--- config.mk ---
export PLATFORM = sky130hd
export DESIGN_NAME = usb_rx
export DESIGN_NICKNAME = d
export VERILOG_FILES = /design/src/usb_proto_pkg.sv /design/src/usb_rx_pkg.sv /design/src/usb_byte_if.sv /design/src/usb_rx_decoder.sv /design/src/rcu.sv /design/src/usb_rx_buffer.sv /design/src/usb_rx.sv
export VERILOG_INCLUDE_DIRS = /design/src /design/src/include
export SDC_FILE = /design/constraint.sdc
export NUM_CORES = 1
export LEC_CHECK = 0
export ABC_CLOCK_PERIOD_IN_PS = 7500
export BUFFER_PORTS_ARGS = -buffer_cell sky130_fd_sc_hd__clkbuf_2
export CORE_MARGIN = 5
export CORE_UTILIZATION = 28
export DETAILED_ROUTE_END_ITERATION = 8
export HOLD_SLACK_MARGIN = 0.05
export PLACE_DENSITY = 0.47
export SKIP_CTS_REPAIR_TIMING = 1
export SYNTH_ARGS = -nofsm -noshare
export SYNTH_HDL_FRONTEND = slang
export SYNTH_HIERARCHICAL = 1
export SYNTH_SLANG_ARGS = --single-unit
--- constraint.sdc ---
create_clock -name clk -period 7.5 [get_ports clk]
set_clock_uncertainty 0.1 [all_clocks]
set_input_delay 0.375 -clock clk [delete_from_list [all_inputs] [get_ports clk]]
set_output_delay 0.375 -clock clk [all_outputs]
set_load 0.01 [all_outputs]
--- src/include/usb_rx_settings.svh ---
`ifndef USB_RX_SETTINGS_SVH
`define USB_RX_SETTINGS_SVH

// system clocks per full-speed line bit
`define USB_RX_CLKS_PER_BIT 8

// receive buffer size in bytes
`define USB_RX_BUF_DEPTH 64

// token packets are only accepted for this function address
`define USB_RX_DEV_ADDR 7'h70

// endpoint number, split over the two token bytes on the wire
`define USB_RX_ENDPOINT 4'h4

`endif

--- src/usb_proto_pkg.sv ---
package usb_proto_pkg;

    // sync pattern KJKJKJKK after NRZI decode, LSB first
    localparam logic [7:0] SYNC_BYTE = 8'h80;

    // pid low nibble, the high nibble is its complement
    localparam logic [3:0] PID_OUT   = 4'h1;
    localparam logic [3:0] PID_IN    = 4'h9;
    localparam logic [3:0] PID_DATA0 = 4'h3;
    localparam logic [3:0] PID_DATA1 = 4'hB;
    localparam logic [3:0] PID_ACK   = 4'h2;
    localparam logic [3:0] PID_NAK   = 4'hA;

    // packet kind reported to the host side
    typedef enum logic [2:0] {
        PKT_IDLE  = 3'd0,
        PKT_IN    = 3'd1,
        PKT_OUT   = 3'd2,
        PKT_DATA  = 3'd3,
        PKT_ACK   = 3'd4,
        PKT_NAK   = 3'd5,
        PKT_ERROR = 3'd6
    } rx_packet_t;

endpackage

--- src/usb_rx_pkg.sv ---
package usb_rx_pkg;

    // receive control unit states
    typedef enum logic [3:0] {
        idle,
        load_sync,
        load_pid,
        data_state,
        token,
        token_number,
        error_state,
        wait_eop,
        transfer_done
    } rcu_state_t;

endpackage

--- src/usb_byte_if.sv ---
`timescale 1ns/1ns

interface usb_byte_if;

    logic [7:0] rcv_data;
    logic       one_byte;
    logic       eop;
    logic       edge_start;
    logic       timer_clear;

    modport decoder (
        output rcv_data, one_byte, eop, edge_start,
        input  timer_clear
    );

    modport control (
        input  rcv_data, one_byte, eop, edge_start,
        output timer_clear
    );

endinterface

--- src/usb_rx_decoder.sv ---
`timescale 1ns/1ns
`include "usb_rx_settings.svh"

module usb_rx_decoder (
    input logic clk,
    input logic n_rst,
    input logic d_plus,
    input logic d_minus,
    usb_byte_if.decoder bus
);

    localparam int CLKS = `USB_RX_CLKS_PER_BIT;
    localparam int HALF = CLKS / 2;
    localparam int TW = $clog2(CLKS);
    localparam int SW = $clog2(CLKS + 1);

    logic [1:0] dp_sync;
    logic [1:0] dm_sync;
    logic [1:0] line_prev;
    logic       active;
    logic [TW-1:0] timer;
    logic [SW-1:0] se0_cnt;
    logic       last_level;
    logic [2:0] ones_cnt;
    logic [2:0] bit_cnt;
    logic [7:0] shift;
    logic [7:0] rcv_data;
    logic       one_byte;
    logic       eop;

    logic dp;
    logic dm;
    logic line_j;
    logic line_k;
    logic line_se0;
    logic transition;
    logic start;
    logic clear;
    logic sample;
    logic nrzi_bit;
    logic stuffed;

    assign dp = dp_sync[1];
    assign dm = dm_sync[1];
    assign line_j = dp && !dm;
    assign line_k = !dp && dm;
    assign line_se0 = !dp && !dm;
    assign transition = ({dp, dm} != line_prev);

    // idle J going to K opens a packet
    assign start = !active && line_k && (line_prev == 2'b10);
    assign clear = (bus.timer_clear && !start) || (eop && line_j);
    assign sample = active && !clear && !line_se0 && (timer == TW'(HALF));

    // no level change means a one
    assign nrzi_bit = (dp == last_level);
    assign stuffed = (ones_cnt == 3'd6);

    always_ff @(posedge clk, negedge n_rst) begin
        if (!n_rst) begin
            dp_sync    <= 2'b11;
            dm_sync    <= 2'b00;
            line_prev  <= 2'b10;
            active     <= 1'b0;
            timer      <= '0;
            se0_cnt    <= '0;
            last_level <= 1'b1;
            ones_cnt   <= '0;
            bit_cnt    <= '0;
            one_byte   <= 1'b0;
            eop        <= 1'b0;
        end else begin
            dp_sync   <= {dp_sync[0], d_plus};
            dm_sync   <= {dm_sync[0], d_minus};
            line_prev <= {dp, dm};
            one_byte  <= 1'b0;
            if (start || clear) begin
                active     <= start;
                timer      <= start ? TW'(1) : '0;
                se0_cnt    <= '0;
                last_level <= 1'b1;
                ones_cnt   <= '0;
                bit_cnt    <= '0;
                eop        <= 1'b0;
            end else if (active) begin
                // realign the bit timer on every line change
                if (transition) begin
                    timer <= TW'(1);
                end else if (timer == TW'(CLKS - 1)) begin
                    timer <= '0;
                end else begin
                    timer <= timer + 1'b1;
                end

                if (line_se0) begin
                    if (se0_cnt == SW'(CLKS - 1)) begin
                        eop <= 1'b1;
                    end else begin
                        se0_cnt <= se0_cnt + 1'b1;
                    end
                end else begin
                    se0_cnt <= '0;
                end

                if (sample) begin
                    last_level <= dp;
                    if (stuffed) begin
                        ones_cnt <= '0;
                    end else begin
                        ones_cnt <= nrzi_bit ? ones_cnt + 1'b1 : 3'd0;
                        bit_cnt  <= bit_cnt + 1'b1;
                        if (bit_cnt == 3'd7) begin
                            one_byte <= 1'b1;
                        end
                    end
                end
            end
        end
    end

    // lsb arrives first
    always_ff @(posedge clk) begin
        if (sample && !stuffed) begin
            shift <= {nrzi_bit, shift[7:1]};
            if (bit_cnt == 3'd7) begin
                rcv_data <= {nrzi_bit, shift[7:1]};
            end
        end
    end

    assign bus.rcv_data = rcv_data;
    assign bus.one_byte = one_byte;
    assign bus.eop = eop;
    assign bus.edge_start = start;

endmodule

--- src/rcu.sv ---
`timescale 1ns/1ns
`include "usb_rx_settings.svh"

module rcu (
    input  logic clk,
    input  logic n_rst,
    usb_byte_if.control bus,
    input  logic buffer_full,
    output logic w_enable,
    output logic [7:0] w_data,
    output usb_proto_pkg::rx_packet_t rx_packet,
    output logic packet_valid,
    output logic receiving,
    output logic r_error
);

    usb_rx_pkg::rcu_state_t state;
    usb_rx_pkg::rcu_state_t next_state;
    usb_rx_pkg::rcu_state_t last_state;
    usb_proto_pkg::rx_packet_t next_rx_packet;

    logic ep_low;
    logic next_ep_low;
    logic token_miss;
    logic next_token_miss;
    logic byte_done;
    logic next_byte_done;
    logic one_byte_d;
    logic one_byte_pulse;
    logic timer_clear;
    logic report;

    always_ff @(posedge clk, negedge n_rst) begin
        if (!n_rst) begin
            state        <= usb_rx_pkg::idle;
            last_state   <= usb_rx_pkg::idle;
            rx_packet    <= usb_proto_pkg::PKT_IDLE;
            ep_low       <= 1'b0;
            token_miss   <= 1'b0;
            byte_done    <= 1'b0;
            one_byte_d   <= 1'b0;
            packet_valid <= 1'b0;
        end else begin
            state        <= next_state;
            last_state   <= state;
            rx_packet    <= next_rx_packet;
            ep_low       <= next_ep_low;
            token_miss   <= next_token_miss;
            byte_done    <= next_byte_done;
            one_byte_d   <= bus.one_byte;
            packet_valid <= report;
        end
    end

    assign one_byte_pulse = bus.one_byte && !one_byte_d;

    // first cycle in a final state, ignored tokens stay silent
    assign report = (state != last_state) &&
                    ((state == usb_rx_pkg::error_state) ||
                     ((state == usb_rx_pkg::transfer_done) && !token_miss));

    always_comb begin
        next_state      = state;
        next_rx_packet  = rx_packet;
        next_ep_low     = ep_low;
        next_token_miss = token_miss;
        next_byte_done  = byte_done;
        case (state)
            usb_rx_pkg::idle,
            usb_rx_pkg::error_state,
            usb_rx_pkg::transfer_done: begin
                if (bus.edge_start) begin
                    next_state      = usb_rx_pkg::load_sync;
                    next_token_miss = 1'b0;
                end
            end
            usb_rx_pkg::load_sync: begin
                if (one_byte_pulse) begin
                    if (bus.rcv_data == usb_proto_pkg::SYNC_BYTE) begin
                        next_state = usb_rx_pkg::load_pid;
                    end else begin
                        next_state = usb_rx_pkg::error_state;
                    end
                end else if (bus.eop) begin
                    next_state = usb_rx_pkg::error_state;
                end
            end
            usb_rx_pkg::load_pid: begin
                if (one_byte_pulse) begin
                    case (bus.rcv_data[3:0])
                        usb_proto_pkg::PID_OUT: begin
                            next_state     = usb_rx_pkg::token;
                            next_rx_packet = usb_proto_pkg::PKT_OUT;
                        end
                        usb_proto_pkg::PID_IN: begin
                            next_state     = usb_rx_pkg::token;
                            next_rx_packet = usb_proto_pkg::PKT_IN;
                        end
                        usb_proto_pkg::PID_DATA0,
                        usb_proto_pkg::PID_DATA1: begin
                            next_state     = usb_rx_pkg::data_state;
                            next_rx_packet = usb_proto_pkg::PKT_DATA;
                            next_byte_done = 1'b0;
                        end
                        usb_proto_pkg::PID_ACK: begin
                            next_state     = usb_rx_pkg::wait_eop;
                            next_rx_packet = usb_proto_pkg::PKT_ACK;
                        end
                        usb_proto_pkg::PID_NAK: begin
                            next_state     = usb_rx_pkg::wait_eop;
                            next_rx_packet = usb_proto_pkg::PKT_NAK;
                        end
                        default: begin
                            next_state     = usb_rx_pkg::error_state;
                            next_rx_packet = usb_proto_pkg::PKT_ERROR;
                        end
                    endcase
                end else if (bus.eop) begin
                    next_state     = usb_rx_pkg::error_state;
                    next_rx_packet = usb_proto_pkg::PKT_ERROR;
                end
            end
            usb_rx_pkg::token: begin
                if (one_byte_pulse) begin
                    // address in bits 6:0, endpoint lsb in bit 7
                    if (bus.rcv_data[6:0] != `USB_RX_DEV_ADDR) begin
                        next_token_miss = 1'b1;
                    end
                    next_ep_low = bus.rcv_data[7];
                    next_state  = usb_rx_pkg::token_number;
                end else if (bus.eop) begin
                    next_state     = usb_rx_pkg::error_state;
                    next_rx_packet = usb_proto_pkg::PKT_ERROR;
                end
            end
            usb_rx_pkg::token_number: begin
                if (one_byte_pulse) begin
                    if ({bus.rcv_data[2:0], ep_low} != `USB_RX_ENDPOINT) begin
                        next_token_miss = 1'b1;
                    end
                    next_state = usb_rx_pkg::wait_eop;
                end else if (bus.eop) begin
                    next_state     = usb_rx_pkg::error_state;
                    next_rx_packet = usb_proto_pkg::PKT_ERROR;
                end
            end
            usb_rx_pkg::data_state: begin
                if (one_byte_pulse) begin
                    // the line cannot wait for a full buffer
                    if (buffer_full) begin
                        next_state     = usb_rx_pkg::error_state;
                        next_rx_packet = usb_proto_pkg::PKT_ERROR;
                    end else begin
                        next_byte_done = 1'b1;
                    end
                end else if (bus.eop) begin
                    if (byte_done) begin
                        next_state = usb_rx_pkg::transfer_done;
                    end else begin
                        next_state     = usb_rx_pkg::error_state;
                        next_rx_packet = usb_proto_pkg::PKT_ERROR;
                    end
                end
            end
            usb_rx_pkg::wait_eop: begin
                if (bus.eop) begin
                    next_state = usb_rx_pkg::transfer_done;
                    if (token_miss) begin
                        next_rx_packet = usb_proto_pkg::PKT_IDLE;
                    end
                end
            end
            default: begin
                next_state = usb_rx_pkg::idle;
            end
        endcase
    end

    always_comb begin
        receiving   = 1'b0;
        r_error     = 1'b0;
        w_enable    = 1'b0;
        timer_clear = 1'b0;
        case (state)
            usb_rx_pkg::load_sync,
            usb_rx_pkg::load_pid,
            usb_rx_pkg::token,
            usb_rx_pkg::token_number,
            usb_rx_pkg::wait_eop: begin
                receiving = 1'b1;
            end
            usb_rx_pkg::data_state: begin
                receiving = 1'b1;
                w_enable  = one_byte_pulse && !buffer_full;
            end
            usb_rx_pkg::error_state: begin
                r_error = 1'b1;
            end
            usb_rx_pkg::transfer_done: begin
                timer_clear = 1'b1;
            end
            default: begin
            end
        endcase
    end

    assign w_data = bus.rcv_data;
    assign bus.timer_clear = timer_clear;

endmodule

--- src/usb_rx_buffer.sv ---
`timescale 1ns/1ns
`include "usb_rx_settings.svh"

module usb_rx_buffer (
    input  logic clk,
    input  logic n_rst,
    input  logic w_enable,
    input  logic [7:0] w_data,
    input  logic r_enable,
    output logic [7:0] r_data,
    output logic full,
    output logic empty,
    output logic [$clog2(`USB_RX_BUF_DEPTH + 1) - 1:0] occupancy
);

    localparam int DEPTH = `USB_RX_BUF_DEPTH;
    localparam int AW = $clog2(DEPTH);
    localparam int CW = $clog2(DEPTH + 1);

    logic [7:0] mem [DEPTH];
    logic [AW-1:0] wr_ptr;
    logic [AW-1:0] rd_ptr;
    logic [CW-1:0] count;
    logic do_write;
    logic do_read;

    assign do_write = w_enable && !full;
    assign do_read = r_enable && !empty;

    always_ff @(posedge clk, negedge n_rst) begin
        if (!n_rst) begin
            wr_ptr <= '0;
            rd_ptr <= '0;
            count  <= '0;
        end else begin
            if (do_write) begin
                wr_ptr <= (wr_ptr == AW'(DEPTH - 1)) ? '0 : wr_ptr + 1'b1;
            end
            if (do_read) begin
                rd_ptr <= (rd_ptr == AW'(DEPTH - 1)) ? '0 : rd_ptr + 1'b1;
            end
            case ({do_write, do_read})
                2'b10: count <= count + 1'b1;
                2'b01: count <= count - 1'b1;
                default: count <= count;
            endcase
        end
    end

    always_ff @(posedge clk) begin
        if (do_write) begin
            mem[wr_ptr] <= w_data;
        end
    end

    // oldest byte is visible without a read
    assign r_data = mem[rd_ptr];
    assign full = (count == CW'(DEPTH));
    assign empty = (count == '0);
    assign occupancy = count;

endmodule

--- src/usb_rx.sv ---
`timescale 1ns/1ns
`include "usb_rx_settings.svh"

module usb_rx (
    input  logic clk,
    input  logic n_rst,
    input  logic d_plus,
    input  logic d_minus,
    input  logic r_enable,
    output logic [7:0] rx_data,
    output logic [$clog2(`USB_RX_BUF_DEPTH + 1) - 1:0] buffer_occupancy,
    output logic buffer_empty,
    output usb_proto_pkg::rx_packet_t rx_packet,
    output logic packet_valid,
    output logic receiving,
    output logic r_error
);

    logic       w_enable;
    logic [7:0] w_data;
    logic       buffer_full;

    usb_byte_if u_byte_if ();

    usb_rx_decoder u_decoder (
        .clk     (clk),
        .n_rst   (n_rst),
        .d_plus  (d_plus),
        .d_minus (d_minus),
        .bus     (u_byte_if.decoder)
    );

    rcu u_rcu (
        .clk          (clk),
        .n_rst        (n_rst),
        .bus          (u_byte_if.control),
        .buffer_full  (buffer_full),
        .w_enable     (w_enable),
        .w_data       (w_data),
        .rx_packet    (rx_packet),
        .packet_valid (packet_valid),
        .receiving    (receiving),
        .r_error      (r_error)
    );

    usb_rx_buffer u_buffer (
        .clk       (clk),
        .n_rst     (n_rst),
        .w_enable  (w_enable),
        .w_data    (w_data),
        .r_enable  (r_enable),
        .r_data    (rx_data),
        .full      (buffer_full),
        .empty     (buffer_empty),
        .occupancy (buffer_occupancy)
    );

endmodule

# After elaboration in Yosys (flattened, before gate mapping)
# Memory sizes are Yosys's and may differ from the RTL's.
# Cells that the tools add are included.
totals:
  regBits: 74
  mem_bits_rw: 512
  in_bits: 5
  output_inout_bits: 22
  word_cells: 213
  n_memories: 1
mem_list:
  columns: ["memory", "words", "word_bits", "read_ports", "rd_clocked_by_memory_dff", "wr", "line", "text"]
  rows:
  - ["u_buffer.mem", 64, 8, 1, 0, 1, "usb_rx_buffer.sv:20", "logic [7:0] mem [DEPTH];"]
op_classes:
  n_addsub: 8
  n_eq_ne: 48
  mux: 75
  reduce_logical: 57
ops:
  columns: ["op", "count"]
  rows:
  - ["3-bit two-way mux", 23]
  - ["4-bit two-way mux", 15]
  - ["1-bit two-way mux", 28]
  - ["4-bit case mux with 7 select lines", 1]
  - ["4-bit by 3-bit == test with 1-bit output (second input constant)", 5]
  - ["1-bit logical AND", 17]
  - ["4-bit by 2-bit == test with 1-bit output (second input constant)", 4]
  - ["4-bit == test (second input constant)", 4]
  - ["3-bit case mux with 5 select lines", 1]
  - ["2-bit by 1-bit inequality test with 1-bit output (second input constant)", 7]
  - ["7-bit case mux with 2 select lines", 1]
  - ["6-bit by 1-bit adder with 6-bit output (second input constant)", 2]
  - ["3-bit == test (second input constant)", 4]
  - ["6-bit == test (second input constant)", 2]
  - ["6-bit two-way mux", 2]
  - ["2-bit inequality test (second input constant)", 6]
  - ["3-bit case mux with 4 select lines", 1]
  - ["2-bit nonzero test", 6]
  - ["1-bit logical NOT", 11]
  - ["3-bit by 1-bit adder with 3-bit output (second input constant)", 3]
  - ["3-bit case mux with 3 select lines", 1]
  - ["4-bit by 1-bit == test with 1-bit output (second input constant)", 2]
  - ["8-bit == test (second input constant)", 1]
  - ["2-bit AND reduction", 4]
  - ["28 further kinds", 37]

# Logic depth before layout (Yosys ltp)
depth:
  word_depth: 14
  mapped_depth: 14
  ltp_nobuf: 14

# By module
# The synthesis kept the hierarchy.
by_module_without_submodules:
  columns: ["module", "instances", "cells_each", "area_each_um2", "seq_area_each_um2"]
  rows:
  - ["usb_rx_buffer", 1, 1056, 21030.2, 15850.2]
  - ["usb_rx_decoder", 1, 114, 1599.0, 1031.0]
  - ["rcu", 1, 142, 1233.7, 400.4]

# Worst setup path after synthesis
# Ideal clock, no wire load.
synth_timing:
  path_type: "flip-flop to flip-flop"
  startpoint: "reg u_buffer.count[0], in the netlist u_buffer/occupancy[0]"
  endpoint: "reg u_buffer.count[5], in the netlist u_buffer/occupancy[5]"
  setup_time_ps: 136
  arrival_time_ps: 2952
  t_required_ps: 7264
  setup_slack_ps: 4312
  path_stages_with_launch: 12
  n_path_buf: 0
  synth_period_minus_slack_ps: 3188
  cell_sequence: "dfrtp_1 -> nor4_1 -> nand2_1 -> o21ai_0 -> inv_1 -> ha_1 -> ha_1 -> a21o_1 -> a21o_1 -> a21oi_1 -> nor4_1 -> or3b_2"
synth_via:
  elab_cells_between_ends: 14
  classes_between: "2 x add/sub; 3 x eq/ne; 2 x mux; 7 x reduce/logical"
synth_lines:
  columns: ["element", "line", "text"]
  rows:
  - ["start, declared", "usb_rx_buffer.sv:23", "logic [CW-1:0] count;"]
  - ["start signal, assigned", "usb_rx_buffer.sv:43", "2'b10: count <= count + 1'b1;"]
  - ["start signal, assigned", "usb_rx_buffer.sv:44", "2'b01: count <= count - 1'b1;"]
  - ["start signal, assigned", "usb_rx_buffer.sv:45", "default: count <= count;"]
  - ["7-bit logical NOT *", "usb_rx_buffer.sv:59", "assign empty = (count == '0);"]
  - ["1-bit logical NOT *", "usb_rx_buffer.sv:28", "assign do_read = r_enable && !empty;"]
  - ["1-bit logical AND *", "usb_rx_buffer.sv:28", null]
  - ["net u_buffer.do_read", "usb_rx_buffer.sv:25", "logic do_read;"]
  - ["2-bit by 1-bit == test with 1-bit output or 2-bit == test (tied branches)", "usb_rx_buffer.sv:42", "case ({do_write, do_read})"]
  - ["7-bit case mux with 2 select lines or 2-bit nonzero test (tied branches)", null, null]
# Mark *: on every way through the listed nets, which the timed path passes. The rest lies on a longest branch.
# A chain may end at the register's enable or synchronous reset.

# Final worst setup path
layout_timing:
  startpoint: "reg u_buffer.rd_ptr[1]"
  endpoint: "out rx_data[6]"
layout_via:
  elab_chain_len: 1
layout_lines:
  columns: ["element", "line", "text"]
  rows:
  - ["start, declared", "usb_rx_buffer.sv:22", "logic [AW-1:0] rd_ptr;"]
  - ["start signal, assigned", "usb_rx_buffer.sv:40", "rd_ptr <= (rd_ptr == AW'(DEPTH - 1)) ? '0 : rd_ptr + 1'b1;"]
  - ["memory 64 x 8 bit", null, null]
  - ["end, declared", "usb_rx.sv:10", "output logic [7:0] rx_data,"]
# No other way between the ends.

==> results.py <==
metrics = {
    "routing": {
        "remaining_drc_errors": 0,
        "drt_wl_total_um": 57040,
        "drt-initial-drc-count": 999,
        "first_pass_iters": 5,
        "drtAntennaViolNets": 0,
        "vias_per_cell": 4.804,
        "wl_per_cell_um": 22.49,
        "via_count": 12182,
    },
    "sta": {
        "finalHoldViolations": 0,
        "fin_crit_sh_pct": 60.76,
        "timing.fmax_mhz": 219.4,
        "tightest_slew_ps": 1389,
        "fin_setup_tns_ps": 0,
        "min_period_ps": 4557,
        "rsz0062_at_grt": "no",
        "slew_viol_final": 0,
        "finalSetupViolCount": 0,
        "relSlewSlack_pct": 6.555,
    },
    "cts": {
        "cts-buffers-inserted": 58,
        "path_clk_slew_ps": 60,
        "cts_sinks": 585,
        "cts_tree": "built",
        "root_buffer": "clkbuf_16",
        "clock_path_buffers": 3,
        "worstSkewPairLatency_ps": 610,
        "cts_max_level": 2,
    },
    "worst_setup_path": {
        "path_cells": "buf_4 -> mux2i_1 -> o221a_2 -> a31o_1 -> a21oi_1 -> a31o_1 -> clkbuf_2",
        "cp-end-kind": "output pin",
        "cp_slowest_cell": "dfrtp_4",
        "reg2reg_slack_ps": 3310,
        "crit_path_start_kind": "register",
        "r2r-start": "u_rcu/state[3]",
        "path_class": "register to output pin",
        "path_buf_inv": 2,
        "arrival_ps": 4080,
        "reg2reg_depth": 6,
        "cp-startpoint": "u_buffer/rd_ptr[1]",
        "cpMostUsedCell": "a31o_1",
        "max_stage_delay_ps": 1000,
        "required_ps": 7030,
        "cp_top_family": "compound AO/OA/AOI/OAI gates",
        "crit_path_max_fanout": 58,
        "reg2reg_to": "u_buffer/mem[45][4]",
    },
    "power": {
        "pwr_density_cell_mw_per_mm2": 322.0,
        "ir_worst_vdd_v": 0.0002071,
        "total_power_uw": 8712,
        "p_leak_uw": 0.008625,
    },
    "finish": {
        "area.sequential_mm2": 0.01729,
        "antenna_cells": 0,
        "nFillCells": 8213,
        "multiInputGateArea_mm2": 0.005948,
        "area_delta_synth_final_pct": 13.39,
        "drive_gt1_share_pct": 20.26,
        "fin_nets": 1365,
    },
    "worst_hold_path": {
        "hold_class": "input port to register",
        "min_to": "u_buffer/rd_ptr[1]",
        "whs_path_depth": 4,
        "hp-start": "r_enable",
    },
    "logic_synthesis": {
        "synth_top_area_share_pct": 66.32,
        "synthDistinctLibCells": 81,
        "async_reset_ff_share_pct": 9.915,
        "synthTopCellsByCount": "edfxtp_1 (527), mux4_2 (109), nor2_1 (95)",
        "synth.avg_cell_area_um2": 18.19,
        "synthesis.nets": 1334,
        "yosysSeqAreaShare_pct": 72.42,
        "syn-cell-area_mm2": 0.02386,
        "synth-edff-count": 527,
        "synth_top_area_cell": "edfxtp_1",
        "synth-seq-cells": 585,
        "synthTopCellsByArea": "edfxtp_1 (66%), mux4_2 (10%), dfrtp_1 (5.7%)",
        "yosysMostFrequentCell": "edfxtp_1",
        "synthFlopType": "edfxtp_1",
        "yosysWarnings": 6,
        "syn-instance-count": 1312,
    },
    "grt": {
        "grt_start_max_net_pins": 68,
        "grt_usage_pct": 12.44,
        "grt_overflow": 0,
        "antenna_found_initial": 0,
        "grt_pass1_wl_um": 84960,
        "first_global_vias": 12448,
    },
    "run_status": {
        "status": "finished, final reports clean",
    },
    "die": {
        "dieWidth_um": 301.9,
        "die_h_um": 301.9,
        "rows": 107,
        "die-area_mm2": 0.09116,
        "io_pins": 27,
        "start_util_pct": 28.11,
        "core_area_mm2": 0.08488,
    },
    "job": {
        "cap_violations": 0,
    },
    "placed_design": {
        "io_buffers": 26,
        "gp_congestion": 0.7786,
        "hpwl_um": 34090,
    },
}
[metal layers]
metal	global-route usage (%)	routed length, µm
met3	1.981	2635
met5	0	0
met4	2.851	1066
met2	20.69	27960
met1	17.33	25370
[worst register-to-register path, cell delays in order (launching register included)]
cell and delay (ps):
dfrtp_1 650, nand4bb_1 410, nor3_2 370, inv_1 100, a311oi_1 690, nand2_1 630, nor2_1 860
[layout by cell type, fill, tap and decap left out, types with 6 or more instances in the layout]
master | synthesis | final
a211o_1 | 8 | 8
a211oi_1 | 10 | 10
a21oi_1 | 31 | 31
a22oi_1 | 18 | 18
buf_4 | 21 | 19
bufinv_16 | 0 | 8
clkbuf_1 | 20 | 11
clkbuf_16 | 0 | 59
clkbuf_2 | 0 | 25
clkinv_2 | 0 | 13
clkinvlp_4 | 0 | 6
dfrtp_1 | 54 | 51
edfxtp_1 | 527 | 527
ha_1 | 16 | 16
inv_1 | 26 | 26
mux2i_1 | 52 | 52
mux4_2 | 109 | 109
nand2_1 | 51 | 51
nand2b_1 | 10 | 10
nand3_1 | 13 | 13
nand3b_1 | 7 | 7
nor2_1 | 95 | 94
nor3_1 | 16 | 16
nor4_1 | 11 | 11
o21ai_0 | 19 | 19
o221ai_1 | 7 | 7
o22ai_1 | 28 | 28
xnor2_1 | 12 | 12
[final cells by class]
class / count / share of cell area (%)
clock buffers: 73 / 5.762
inverters: 28 / 0.3884
clock inverters: 36 / 1.554
flip-flops and latches: 585 / 63.90
repair buffers: 48 / 1.119
multi-input cells: 622 / 21.98
well taps: 1144 / 5.290
[report_power, final]
part           internal (µW)  switching [µW]
combinational            866            1100
sequential              3560             179
clock                   1760            1250
total                   6180            2530
[cells by family after synthesis]
family	count (synthesis)	share of synthesized area [%]
AO/OA/AOI/OAI	175	5.222
XOR/XNOR	17	0.6239
adder cells (fa/ha/maj)	18	0.9648
buffers and inverters	105	2.674
flip-flops	585	72.42
multiplexers	167	12.94
AND/OR/NAND/NOR	245	5.154
[worst max path at each step]
stage	end	slack, ps	cells past startpoint
after floorplan	u_buffer/occupancy[5]	4310	11
after global placement	u_buffer/mem[36][0]	3410	6
after detailed placement	u_buffer/mem[62][7]	3280	6
after CTS	rx_data[2]	2840	6
after global routing	rx_data[4]	2630	6
final	rx_data[6]	2940	7
[sequential cells by signal, summed over array words and instances, names as in the netlist, 3 cells and up]
signal	flops
u_buffer/wr_ptr	6
u_rcu/rx_packet	3
u_decoder/timer	3
u_buffer/occupancy	7
u_rcu/last_state	4
u_decoder/bit_cnt	3
u_decoder/se0_cnt	4
u_decoder/bus.rcv_data	8
u_rcu/state	4
u_decoder/shift	7
u_buffer/mem	512
u_buffer/rd_ptr	6
u_decoder/ones_cnt	3
[per-stage QoR]
stage / worst slack [ps] / utilization (%) / area (µm²) / hold WS [ps] / std cells
finish: 2943 / 31.88 / 27060 / 105.6 / 2536
global route: 2634 / 31.88 / 27060 / 112.2 / 2536
CTS: 2838 / 31.84 / 27030 / -305.7 / 2533
detailed placement: 3283 / 29.51 / 25050 / 236.3 / 2424
global placement: 3407 / 29.51 / 25050 / 233.0 / 2424
floorplan: 4312 / - / 23860 / -20.59 / 1312
(Power assumes the default switching activity.)
